File: src/include/rcc_defs.svh
`ifndef RCC_DEFS_SVH
`define RCC_DEFS_SVH

// --------------------------------------------------
// bdcr register geometry
// --------------------------------------------------

// register width in bits
`define RCC_BDCR_W 24

// writable bits only
// bit 0 lseon, 2 lsebyp, 4:3 lsedrv, 5 lsecsson
// bit 9:8 rtcsel, 15 rtcen, 16 bdrst
// lserdy (1) and lsecssd (6) are read-only
`define RCC_BDCR_RSVD_MASK 24'h01_833D

// --------------------------------------------------
// request path and clock security
// --------------------------------------------------

// request buffer entries, power of two
`define RCC_FIFO_DEPTH 4

// cycles without an lse tick before failure
`define RCC_CSS_TIMEOUT 16

`endif

File: src/design/rcc_pkg.sv
`include "rcc_defs.svh"

package rcc_pkg;

  // --------------------------------------------------
  // opcodes and field encodings
  // --------------------------------------------------

  // bus request kind
  typedef enum logic {
    op_read  = 1'b0,
    op_write = 1'b1
  } rcc_op_e;

  // rtc clock source
  typedef enum logic [1:0] {
    rtc_none = 2'b00,
    rtc_lse  = 2'b01,
    rtc_lsi  = 2'b10,
    rtc_hse  = 2'b11
  } rcc_rtcsel_e;

  // --------------------------------------------------
  // bus payloads
  // --------------------------------------------------

  // one byte enable per register byte
  typedef struct packed {
    rcc_op_e                op;
    logic [2:0]             be;
    logic [`RCC_BDCR_W-1:0] wdata;
  } rcc_req_t;

  // read data only, no error status
  typedef struct packed {
    logic [`RCC_BDCR_W-1:0] rdata;
  } rcc_rsp_t;

  // field outputs, msb first as in the register
  typedef struct packed {
    logic        bdrst;
    logic        rtcen;
    rcc_rtcsel_e rtcsel;
    logic        lsecssd;
    logic        lsecsson;
    logic [1:0]  lsedrv;
    logic        lsebyp;
    logic        lseon;
  } rcc_bdcr_t;

endpackage

File: src/design/rcc_bus_if.sv
`include "rcc_defs.svh"

module rcc_bus_if (
  input  logic              clk,
  input  logic              arst_n,
  input  logic              req_valid,
  output logic              req_ready,
  input  rcc_pkg::rcc_req_t req,
  input  logic              dbp,
  output logic              push_valid,
  input  logic              push_ready,
  output rcc_pkg::rcc_req_t push_req
);

  logic              accept;
  logic              is_write;
  logic              keep;
  rcc_pkg::rcc_req_t fwd_req;

  // --------------------------------------------------
  // acceptance and filtering
  // --------------------------------------------------

  // stage free, or emptied at this same edge
  assign req_ready = !push_valid || push_ready;
  assign accept    = req_valid && req_ready;
  assign is_write  = (req.op == rcc_pkg::op_write);

  // writes without dbp are taken and thrown away
  assign keep = accept && (!is_write || dbp);

  // reads pass as they are
  // writes lose their reserved and read-only bits
  always_comb begin
    fwd_req = req;
    if (is_write) begin
      fwd_req.wdata = req.wdata & `RCC_BDCR_RSVD_MASK;
    end
  end

  // --------------------------------------------------
  // output stage towards the fifo
  // --------------------------------------------------

  always_ff @(posedge clk or negedge arst_n) begin
    if (!arst_n) begin
      push_valid <= 1'b0;
    end else if (keep) begin
      push_valid <= 1'b1;
    end else if (push_ready) begin
      // drained, nothing new behind it
      push_valid <= 1'b0;
    end
  end

  // payload only moves on a kept request
  always_ff @(posedge clk) begin
    if (keep) begin
      push_req <= fwd_req;
    end
  end

  // stalled entry must not change under the fifo
  a_push_hold : assert property (
    @(posedge clk) disable iff (!arst_n)
    push_valid && !push_ready |=> push_valid && $stable(push_req)
  );

endmodule

File: src/design/rcc_req_fifo.sv
`include "rcc_defs.svh"

module rcc_req_fifo (
  input  logic              clk,
  input  logic              arst_n,
  input  logic              push_valid,
  output logic              push_ready,
  input  rcc_pkg::rcc_req_t push_req,
  output logic              pop_valid,
  input  logic              pop_ready,
  output rcc_pkg::rcc_req_t pop_req
);

  localparam int DEPTH = `RCC_FIFO_DEPTH;
  localparam int AW    = (DEPTH > 1) ? $clog2(DEPTH) : 1;
  localparam int CW    = $clog2(DEPTH + 1);

  rcc_pkg::rcc_req_t mem [DEPTH];
  logic [AW-1:0]     wr_ptr;
  logic [AW-1:0]     rd_ptr;
  logic [CW-1:0]     count;
  logic              push_fire;
  logic              pop_fire;

  // --------------------------------------------------
  // handshakes
  // --------------------------------------------------

  assign push_ready = (count != CW'(DEPTH));
  assign pop_valid  = (count != '0);
  assign push_fire  = push_valid && push_ready;
  assign pop_fire   = pop_valid && pop_ready;

  // head entry straight from storage
  assign pop_req = mem[rd_ptr];

  // --------------------------------------------------
  // pointers and fill count
  // --------------------------------------------------

  always_ff @(posedge clk or negedge arst_n) begin
    if (!arst_n) begin
      wr_ptr <= '0;
      rd_ptr <= '0;
      count  <= '0;
    end else begin
      if (push_fire) begin
        wr_ptr <= (wr_ptr == AW'(DEPTH - 1)) ? '0 : wr_ptr + 1'b1;
      end
      if (pop_fire) begin
        rd_ptr <= (rd_ptr == AW'(DEPTH - 1)) ? '0 : rd_ptr + 1'b1;
      end
      // simultaneous push and pop keeps the count
      count <= count + CW'(push_fire) - CW'(pop_fire);
    end
  end

  // storage, no reset
  always_ff @(posedge clk) begin
    if (push_fire) begin
      mem[wr_ptr] <= push_req;
    end
  end

  // push while full or pop while empty would break this
  a_ptr_count : assert property (
    @(posedge clk) disable iff (!arst_n)
    (count <= CW'(DEPTH)) &&
    ((wr_ptr == rd_ptr) == ((count == '0) || (count == CW'(DEPTH))))
  );

endmodule

File: src/design/rcc_vsw_reg.sv
`include "rcc_defs.svh"

module rcc_vsw_reg (
  input  logic               clk,
  input  logic               arst_n,
  input  logic               pop_valid,
  output logic               pop_ready,
  input  rcc_pkg::rcc_req_t  pop_req,
  input  logic               css_fail,
  input  logic               lse_rdy,
  output logic               rsp_valid,
  input  logic               rsp_ready,
  output rcc_pkg::rcc_rsp_t  rsp,
  output rcc_pkg::rcc_bdcr_t bdcr
);

  rcc_pkg::rcc_bdcr_t     bdcr_q;
  logic                   rtcsel_lock;
  logic                   lsecsson_lock;
  logic                   rtcsel_open;
  logic                   lsecsson_open;
  logic                   pop_fire;
  logic                   wr_fire;
  logic                   rd_fire;
  logic [`RCC_BDCR_W-1:0] wdata;
  logic [`RCC_BDCR_W-1:0] image;

  // --------------------------------------------------
  // request consumption
  // --------------------------------------------------

  // no pending response, or it leaves this edge
  assign pop_ready = !rsp_valid || rsp_ready;
  assign pop_fire  = pop_valid && pop_ready;
  assign wr_fire   = pop_fire && (pop_req.op == rcc_pkg::op_write);
  assign rd_fire   = pop_fire && (pop_req.op == rcc_pkg::op_read);
  assign wdata     = pop_req.wdata;

  // a failure at this edge already lets the write through
  assign rtcsel_open   = !rtcsel_lock || css_fail;
  assign lsecsson_open = !lsecsson_lock || css_fail;

  // --------------------------------------------------
  // bdcr fields
  // --------------------------------------------------

  always_ff @(posedge clk or negedge arst_n) begin
    if (!arst_n) begin
      bdcr_q        <= '0;
      rtcsel_lock   <= 1'b0;
      lsecsson_lock <= 1'b0;
    end else begin
      // lse failure: sticky flag, both locks reopen
      if (css_fail) begin
        bdcr_q.lsecssd <= 1'b1;
        rtcsel_lock    <= 1'b0;
        lsecsson_lock  <= 1'b0;
      end
      // byte 2, bdrst
      if (wr_fire && pop_req.be[2]) begin
        bdcr_q.bdrst <= wdata[16];
      end
      // byte 1, rtcen plain, rtcsel write-once
      if (wr_fire && pop_req.be[1]) begin
        bdcr_q.rtcen <= wdata[15];
        if (rtcsel_open) begin
          bdcr_q.rtcsel <= rcc_pkg::rcc_rtcsel_e'(wdata[9:8]);
          // a nonzero source closes the lock
          rtcsel_lock   <= (wdata[9:8] != 2'b00);
        end
      end
      // byte 0, lse controls
      if (wr_fire && pop_req.be[0]) begin
        bdcr_q.lseon  <= wdata[0];
        bdcr_q.lsebyp <= wdata[2];
        bdcr_q.lsedrv <= wdata[4:3];
        // set-only until the next failure
        if (lsecsson_open) begin
          bdcr_q.lsecsson <= wdata[5];
          lsecsson_lock   <= wdata[5];
        end
      end
    end
  end

  assign bdcr = bdcr_q;

  // --------------------------------------------------
  // read image and response channel
  // --------------------------------------------------

  // reserved bits read as zero, lserdy live in bit 1
  assign image = {7'b0, bdcr_q.bdrst, bdcr_q.rtcen, 5'b0, bdcr_q.rtcsel,
                  1'b0, bdcr_q.lsecssd, bdcr_q.lsecsson, bdcr_q.lsedrv,
                  bdcr_q.lsebyp, lse_rdy, bdcr_q.lseon};

  always_ff @(posedge clk or negedge arst_n) begin
    if (!arst_n) begin
      rsp_valid <= 1'b0;
    end else if (rd_fire) begin
      rsp_valid <= 1'b1;
    end else if (rsp_ready) begin
      rsp_valid <= 1'b0;
    end
  end

  // held while rsp_ready is low
  always_ff @(posedge clk) begin
    if (rd_fire) begin
      rsp.rdata <= image;
    end
  end

  // only reset clears the failure flag
  a_lsecssd_sticky : assert property (
    @(posedge clk) disable iff (!arst_n)
    !$fell(bdcr_q.lsecssd)
  );

endmodule

File: src/design/rcc_lse_css.sv
`include "rcc_defs.svh"

module rcc_lse_css (
  input  logic               clk,
  input  logic               arst_n,
  input  rcc_pkg::rcc_bdcr_t bdcr,
  input  logic               lse_rdy,
  input  logic               lse_tick,
  output logic               css_fail
);

  localparam int TIMEOUT = `RCC_CSS_TIMEOUT;
  localparam int CW      = (TIMEOUT > 1) ? $clog2(TIMEOUT) : 1;

  logic          armed;
  logic          expire;
  logic [CW-1:0] cnt;

  // --------------------------------------------------
  // timeout counter
  // --------------------------------------------------

  // security on, oscillator on and reported ready
  assign armed = bdcr.lsecsson && bdcr.lseon && lse_rdy;

  // last silent cycle of the window
  assign expire = armed && !lse_tick && (cnt == CW'(TIMEOUT - 1));

  always_ff @(posedge clk or negedge arst_n) begin
    if (!arst_n) begin
      cnt      <= '0;
      css_fail <= 1'b0;
    end else begin
      css_fail <= expire;
      // a tick or disarm restarts the window
      if (!armed || lse_tick || expire) begin
        cnt <= '0;
      end else begin
        cnt <= cnt + 1'b1;
      end
    end
  end

  // counter restart keeps the pulse to one cycle
  a_fail_pulse : assert property (
    @(posedge clk) disable iff (!arst_n)
    css_fail |=> !css_fail
  );

endmodule

File: src/design/rcc_vsw_top.sv
module rcc_vsw_top (
  input  logic               clk,
  input  logic               arst_n,
  input  logic               req_valid,
  output logic               req_ready,
  input  rcc_pkg::rcc_req_t  req,
  input  logic               dbp,
  output logic               rsp_valid,
  input  logic               rsp_ready,
  output rcc_pkg::rcc_rsp_t  rsp,
  input  logic               lse_rdy,
  input  logic               lse_tick,
  output rcc_pkg::rcc_bdcr_t bdcr
);

  // producer to buffer
  logic              push_valid;
  logic              push_ready;
  rcc_pkg::rcc_req_t push_req;
  // buffer to register block
  logic              pop_valid;
  logic              pop_ready;
  rcc_pkg::rcc_req_t pop_req;
  // monitor to register block
  logic              css_fail;

  // --------------------------------------------------
  // request path
  // --------------------------------------------------

  rcc_bus_if u_bus_if (
    .clk, .arst_n, .req_valid, .req_ready, .req, .dbp,
    .push_valid, .push_ready, .push_req
  );

  rcc_req_fifo u_req_fifo (
    .clk, .arst_n, .push_valid, .push_ready, .push_req,
    .pop_valid, .pop_ready, .pop_req
  );

  // --------------------------------------------------
  // register block and clock security
  // --------------------------------------------------

  rcc_vsw_reg u_vsw_reg (
    .clk, .arst_n, .pop_valid, .pop_ready, .pop_req, .css_fail,
    .lse_rdy, .rsp_valid, .rsp_ready, .rsp, .bdcr
  );

  rcc_lse_css u_lse_css (
    .clk, .arst_n, .bdcr, .lse_rdy, .lse_tick, .css_fail
  );

endmodule

File: config.mk
export PLATFORM = sky130hd
export DESIGN_NAME = rcc_vsw_top
export DESIGN_NICKNAME = d
export VERILOG_FILES = /design/src/design/rcc_pkg.sv /design/src/design/rcc_bus_if.sv /design/src/design/rcc_req_fifo.sv /design/src/design/rcc_vsw_reg.sv /design/src/design/rcc_lse_css.sv /design/src/design/rcc_vsw_top.sv
export VERILOG_INCLUDE_DIRS = /design/src /design/src/include
export SDC_FILE = /design/constraint.sdc
export NUM_CORES = 1
export LEC_CHECK = 0
export BUFFER_PORTS_ARGS = -buffer_cell sky130_fd_sc_hd__buf_2
export CORE_ASPECT_RATIO = 0.8
export CORE_MARGIN = 2
export CORE_UTILIZATION = 49
export CTS_CLUSTER_SIZE = 30
export DETAILED_ROUTE_END_ITERATION = 8
export GPL_ROUTABILITY_DRIVEN = 0
export PLACE_DENSITY = 0.74
export SLEW_MARGIN = 20
export SYNTH_ARGS = -nofsm -noshare
export SYNTH_HDL_FRONTEND = slang
export SYNTH_SLANG_ARGS = --single-unit
File: constraint.sdc
create_clock -name clk -period 2 [get_ports clk]
set_input_delay 0.1 -clock clk [delete_from_list [all_inputs] [get_ports clk]]
set_output_delay 0.1 -clock clk [all_outputs]
set_load 0.01 [all_outputs]
# ---- Yosys cells after proc, flatten, opt, wreduce, memory -nomap -nowiden
# Memories as Yosys holds them, arrays and structs flattened.
# Index checks and enable logic that the tools add are counted.
dict set report totals {
  wordCells 81
  out_inout_bits 36
  ramBits 112
  reg_bits 65
  mem_count 1
}
dict set report op_classes {
  addsub 5
  n_reduce_logical 33
  bitwise 1
  n_eq_ne 4
  mux 15
}
# memory depth word_bits read_ports rd_clocked_by_memory_dff write_ports line_no
set memory_table {}
lappend memory_table {u_req_fifo.mem 4 28 1 0 1 rcc_req_fifo.sv:18} ;# rcc_pkg::rcc_req_t mem [DEPTH];
# op count
set ops {}
lappend ops {{$logic_and A1 B1 Y1} 13}
lappend ops {{$mux W1} 12}
lappend ops {{$logic_not A1 Y1} 7}
lappend ops {{$logic_or A1 B1 Y1} 7}
lappend ops {{$reduce_bool A2 Y1} 3}
lappend ops {{$add A2 B1 Y2 const B} 2}
lappend ops {{$add A4 B1 Y4 const B} 1}
lappend ops {{$eq A2 B2 Y1 const B} 2}
lappend ops {{$eq A4 B4 Y1 const B} 1}
lappend ops {{$mux W2} 2}
lappend ops {{$mux W4} 1}
lappend ops {{$reduce_and A2 Y1} 2}
lappend ops {{$add A3 B1 Y3} 1}
lappend ops {{$ne A3 B3 Y1 const B} 1}
lappend ops {{$reduce_bool A3 Y1} 1}
lappend ops {{$sub A3 B1 Y3} 1}
lappend ops {{$not A1 Y1} 1}

# ---- Depth between registers and ports, before layout
dict set report logic_depth {
  word_depth 6
  mapped_depth 8
}

# ---- By module
# From an unflattened synthesis, not the netlist that was laid out.
dict set report hier_totals {
  cells_unflattened 321
  hier_area_um2 6754.0
}
# module area_per_inst_um2 cells_per_inst seq_area_each_um2 instances
set by_module_without_submodules {}
lappend by_module_without_submodules {rcc_req_fifo 4500.6 189 3538.4 1}
lappend by_module_without_submodules {rcc_vsw_reg 1014.7 66 655.6 1}
lappend by_module_without_submodules {rcc_bus_if 1011.0 50 865.8 1}
lappend by_module_without_submodules {rcc_lse_css 227.7 16 125.1 1}

# ---- Worst setup path after synthesis
# No wires, ideal clock.
dict set report synth_timing {
  path_type {reg-to-reg}
  from {reg u_req_fifo.count[2]}
  to {reg u_req_fifo.count[2]}
  arrival_time_ps 1866
  slack_ps 9
  required_time_ps 1875
  path_buffers 0
  path_stages_with_launch 9
  path_cell_list {dfrtp_1 > nor3_1 > a21oi_1 > ha_1 > inv_1 > ha_1 > fa_1 > xor2_1 > xnor2_1}
}
dict set report synth_between {
  elab_cells_between_ends 6
}
# item line_no
set synth_rtl {}
lappend synth_rtl {{start: declaration} rcc_req_fifo.sv:21} ;# logic [CW-1:0] count;
lappend synth_rtl {{start signal: assignment} rcc_req_fifo.sv:54} ;# count <= count + CW'(push_fire) - CW'(pop_fire);
lappend synth_rtl {{$reduce_bool A3 Y1} rcc_req_fifo.sv:30} ;# assign pop_valid = (count != '0);
lappend synth_rtl {{$logic_and A1 B1 Y1} rcc_req_fifo.sv:32} ;# assign pop_fire = pop_valid && pop_ready;
lappend synth_rtl {{via u_req_fifo.pop_fire} rcc_req_fifo.sv:23} ;# logic pop_fire;
lappend synth_rtl {{$sub A3 B1 Y3} rcc_req_fifo.sv:54}
# The timed path passes the listed nets, and every way through them passes these cells.
# A chain may end at the register's enable or synchronous reset.

# ---- Worst setup path in the final report
dict set report layout_timing {
  from {reg u_req_fifo.count[0]}
  to {reg u_req_fifo.count[2]}
}
# The elaborated chain is that of the path after synthesis.

==> results.toml <==
[run_status]
outcome = "finished clean"

[synth]
yosys.area.top_type_share = 0.581
synth_common_cells = "sky130_fd_sc_hd__edfxtp_1, sky130_fd_sc_hd__dfrtp_1, sky130_fd_sc_hd__buf_4, sky130_fd_sc_hd__inv_1, sky130_fd_sc_hd__mux4_2"
syn_inst = 209
synth_cell_type_count = 32
postSynth.topFlopCell = "sky130_fd_sc_hd__edfxtp_1"
ys_seq_elements = 102
synth_warnings = 0
synth_sequential_area_ratio = 0.747
postSynth.asyncResetShare = 0.255
yosysTopAreaCell = "sky130_fd_sc_hd__edfxtp_1"
syn-mean-instance-area_sq_um = 18.8
synth_edf_count = 76
synthMostInstantiatedCell = "sky130_fd_sc_hd__edfxtp_1"
synth.area.top_cells = "sky130_fd_sc_hd__edfxtp_1, sky130_fd_sc_hd__dfrtp_1, sky130_fd_sc_hd__mux4_2"
synth.cell_area_sq_um = 3930

[worst_setup_path]
reg2reg_launch_point = "u_req_fifo.count[0]$_DFF_PN0_"
worst_path_largest_cell_delay_ns = 0.40
worstSetupEndpointType = "register"
cpLargestDelayFamily = "adder cells"
reg2reg_depth = 8
worstReg2RegEnd = "u_req_fifo.count[2]$_DFF_PN0_"
worst-path-max-fanout = 2
criticalPathCategory = "reg2reg"
cp.depth = 8
crit_path_end = "u_req_fifo.count[2]$_DFF_PN0_"
worst_setup_path_start_kind = "register"
timing.reg2reg.setup_slack_ns = 0.09
critPathArrivalTime_ns = 2.14
cp_data_required_time_ns = 2.23
cp_slowest_cell = "sky130_fd_sc_hd__dfrtp_1"
worst-path-buf-inv = 1
critical_path.cell_chain = "nor3_2 -> a21oi_2 -> ha_1 -> inv_1 -> ha_2 -> fa_2 -> xor2_1 -> xnor2_1"
cp-startpoint = "u_req_fifo.count[0]$_DFF_PN0_"

[timing]
timing.slew.headroom = 0.618
maxSlewViolCount = 0
final.min_clock_period_ns = 1.91
timing_worst_slew_pin_value_ns = 0.574
fmax_mhz = 524
setup_repair_after_global_routing_missed_its_margin = "no"
finClkSkew_ns = 0.0125
timing.final.crit_share = 0.955
setup_tns_final_ns = 0
hold_viol = 0
setup_viol = 0

[clock_tree]
tritoncts = "built"
path_clk_slew_ns = 0.09
ctsHtreeMaxLevel = 3
clock_insertion_delay_worst_skew_ns = 0.35
clock_tree.buffer_depth = 2
clock-sinks = 102
clockRootBuffer = "sky130_fd_sc_hd__clkbuf_8"
cts-buffers-inserted = 9

[pwr]
p_comb_frac = 0.296
vdd_drop_max_uv = 638
netSwitchingPower_mw = 1.78
p_leak_nw = 1.86
portion_of_total_power_attributed_to_sequential_cells = 0.488
power_frac_clock = 0.215
finalPower_mw = 6.24
powerDensity_nw_per_um2 = 1310
power.share.switching = 0.285
internal_power_mw = 4.46

[job]
max-cap-violations = 0

[final_layout]
fraction_of_layout_cells_with_a_size_suffix_above_1 = 0.339
syn_to_final_growth_pct = 21.3
design.final.nets = 334
n_antenna_cell = 0
finalInstanceArea_sq_um = 4760
final_cells = 403
finalCoreUtilization = 0.608

[detailed_routing]
route.antenna.remaining_nets = 0
route.detailed.vias_per_inst = 4.78
detail_route.drc_violations = 0
drt_wl_cell_um = 14.8
drt_iter0_drc = 63
first_pass_drt_iterations = 4
wl_mm = 5.98
vias = 1928

[global_route]
initial_antenna_violation_count = 0
maximum_number_of_pins_on_one_net_before_global_route_repair = 27
gr-usage-all-layers = 0.146
globalRouteOverflowTotal = 0
grt_pass1_wl_mm = 9.59
grt_pass1_vias = 1907

[floorplanning]
die-area_sq_um = 8750
fp-row-count = 29
die-height_um = 84.1
start_util = 0.501
design.portCount = 71
die_span_in_x_um = 104
coreArea_sq_um = 7840

[place]
numPlacedInstances = 369
placement.io_buffers = 42
placed_cell_area_sq_um = 4350
post_dp_hpwl_mm = 4.01

[hold_path]
hp-class = "in2reg"
==> cell families after synthesis <==
group | Yosys count | synth area share
multiplexers | 24 | 0.111
XOR/XNOR | 3 | 0.00670
buffers and inverters | 26 | 0.0395
flip-flops | 102 | 0.747
AND/OR/NAND/NOR | 32 | 0.0440
other | 1 | 0.000955
adder cells (fa/ha/maj) | 9 | 0.0306
AO/OA/AOI/OAI | 12 | 0.0201
==> how the worst min path moves through the flow <==
stage / from / to / slack (ns) / cells after the start
final: rsp_ready / u_vsw_reg.rsp_valid$_DFFE_PN0P_ / 0.09 / 3
after global routing: rsp_ready / u_vsw_reg.rsp_valid$_DFFE_PN0P_ / 0.09 / 3
after CTS: rsp_ready / u_vsw_reg.rsp_valid$_DFFE_PN0P_ / 0.08 / 3
after floorplan: arst_n / u_bus_if.push_valid$_DFFE_PN0P_ / -0.20 / 0
after detailed placement: arst_n / u_bus_if.push_valid$_DFFE_PN0P_ / 0.14 / 1
after global placement: arst_n / u_req_fifo.wr_ptr[0]$_DFFE_PN0P_ / 0.13 / 1
==> layout make-up <==
type                    count  area (sq um)
clock buffers              12           166
inverters                  10          37.5
clock inverters             4          51.3
well taps                 108           135
repair buffers             74           543
flip-flops and latches    102          2930
multi-input cells          93           896
fillers                   587          3080
==> cell usage in the layout (no fill, tap or decap), types with 2 or more instances in the layout <==
| cell | count |
|---|---|
| sky130_fd_sc_hd__clkbuf_8 | 10 |
| sky130_fd_sc_hd__inv_1 | 10 |
| sky130_fd_sc_hd__nand3_1 | 3 |
| sky130_fd_sc_hd__mux2_4 | 2 |
| sky130_fd_sc_hd__ha_1 | 7 |
| sky130_fd_sc_hd__buf_2 | 42 |
| sky130_fd_sc_hd__conb_1 | 13 |
| sky130_fd_sc_hd__nand2b_1 | 3 |
| sky130_fd_sc_hd__dfrtp_1 | 26 |
| sky130_fd_sc_hd__xnor2_1 | 2 |
| sky130_fd_sc_hd__and2_1 | 4 |
| sky130_fd_sc_hd__buf_4 | 11 |
| sky130_fd_sc_hd__nand2_1 | 7 |
| sky130_fd_sc_hd__mux2_2 | 9 |
| sky130_fd_sc_hd__mux4_2 | 10 |
| sky130_fd_sc_hd__o21ai_0 | 7 |
| sky130_fd_sc_hd__edfxtp_1 | 76 |
| sky130_fd_sc_hd__buf_12 | 4 |
| sky130_fd_sc_hd__a21oi_1 | 2 |
| sky130_fd_sc_hd__dlygate4sd3_1 | 17 |
| sky130_fd_sc_hd__nand4b_1 | 2 |
| sky130_fd_sc_hd__mux4_1 | 3 |
| sky130_fd_sc_hd__nor2_1 | 7 |
==> metrics by stage <==
stage                     hold WS, ns  setup slack, ns
after global routing           0.0948           0.0163
after detailed placement        0.136           0.0246
after global placement          0.133           0.0491
final                          0.0935           0.0900
after CTS                      0.0767          0.00917
after floorplan                -0.196          0.00886
==> power by group through the flow <==
| stage | combinational (mW) | sequential (mW) | clock, mW |
|---|---|---|---|
| floorplan | 1.05 | 3.16 | 0 |
| global placement | 1.78 | 3.07 | 0 |
| detailed placement | 1.83 | 3.09 | 0 |
| CTS | 1.86 | 3.05 | 1.38 |
| global route | 2.03 | 3.09 | 1.47 |
| finish | 1.85 | 3.05 | 1.34 |
==> layer usage <==
metal | part of all wire | track usage
met1 | 0.46 | 0.195
met2 | 0.48 | 0.231
met3 | 0.051 | 0.0507
met4 | 0.0017 | 0.0369
met5 | 0 | 0
==> worst reg2reg max path: stages, from the launching register on <==
cell and delay (ns):
sky130_fd_sc_hd__dfrtp_1 0.40, sky130_fd_sc_hd__nor3_2 0.23, sky130_fd_sc_hd__a21oi_2 0.06, sky130_fd_sc_hd__ha_1 0.28, sky130_fd_sc_hd__inv_1 0.04, sky130_fd_sc_hd__ha_2 0.17
sky130_fd_sc_hd__fa_2 0.33, sky130_fd_sc_hd__xor2_1 0.17, sky130_fd_sc_hd__xnor2_1 0.12
==> flip-flops by register name (all words and copies together) (netlist names) <==
name / count
u_req_fifo.mem: 52
u_bus_if.push_req: 13
u_vsw_reg.rsp: 11
u_vsw_reg.bdcr: 10
u_lse_css.cnt: 4
u_req_fifo.count: 3
u_req_fifo.rd_ptr: 2
u_req_fifo.wr_ptr: 2
u_bus_if.push_valid: 1
u_lse_css.css_fail: 1
u_vsw_reg.lsecsson_lock: 1
u_vsw_reg.rsp_valid: 1
u_vsw_reg.rtcsel_lock: 1
==> repair_timing <==
action,4_1_cts,5_1_grt
buffers inserted,0,1
hold buffers,17,0
hold endpoints to repair,41,0
endpoints found under the setup margin,0,1
resized for setup,0,4
No activity file was read; power rests on OpenSTA's default activity.
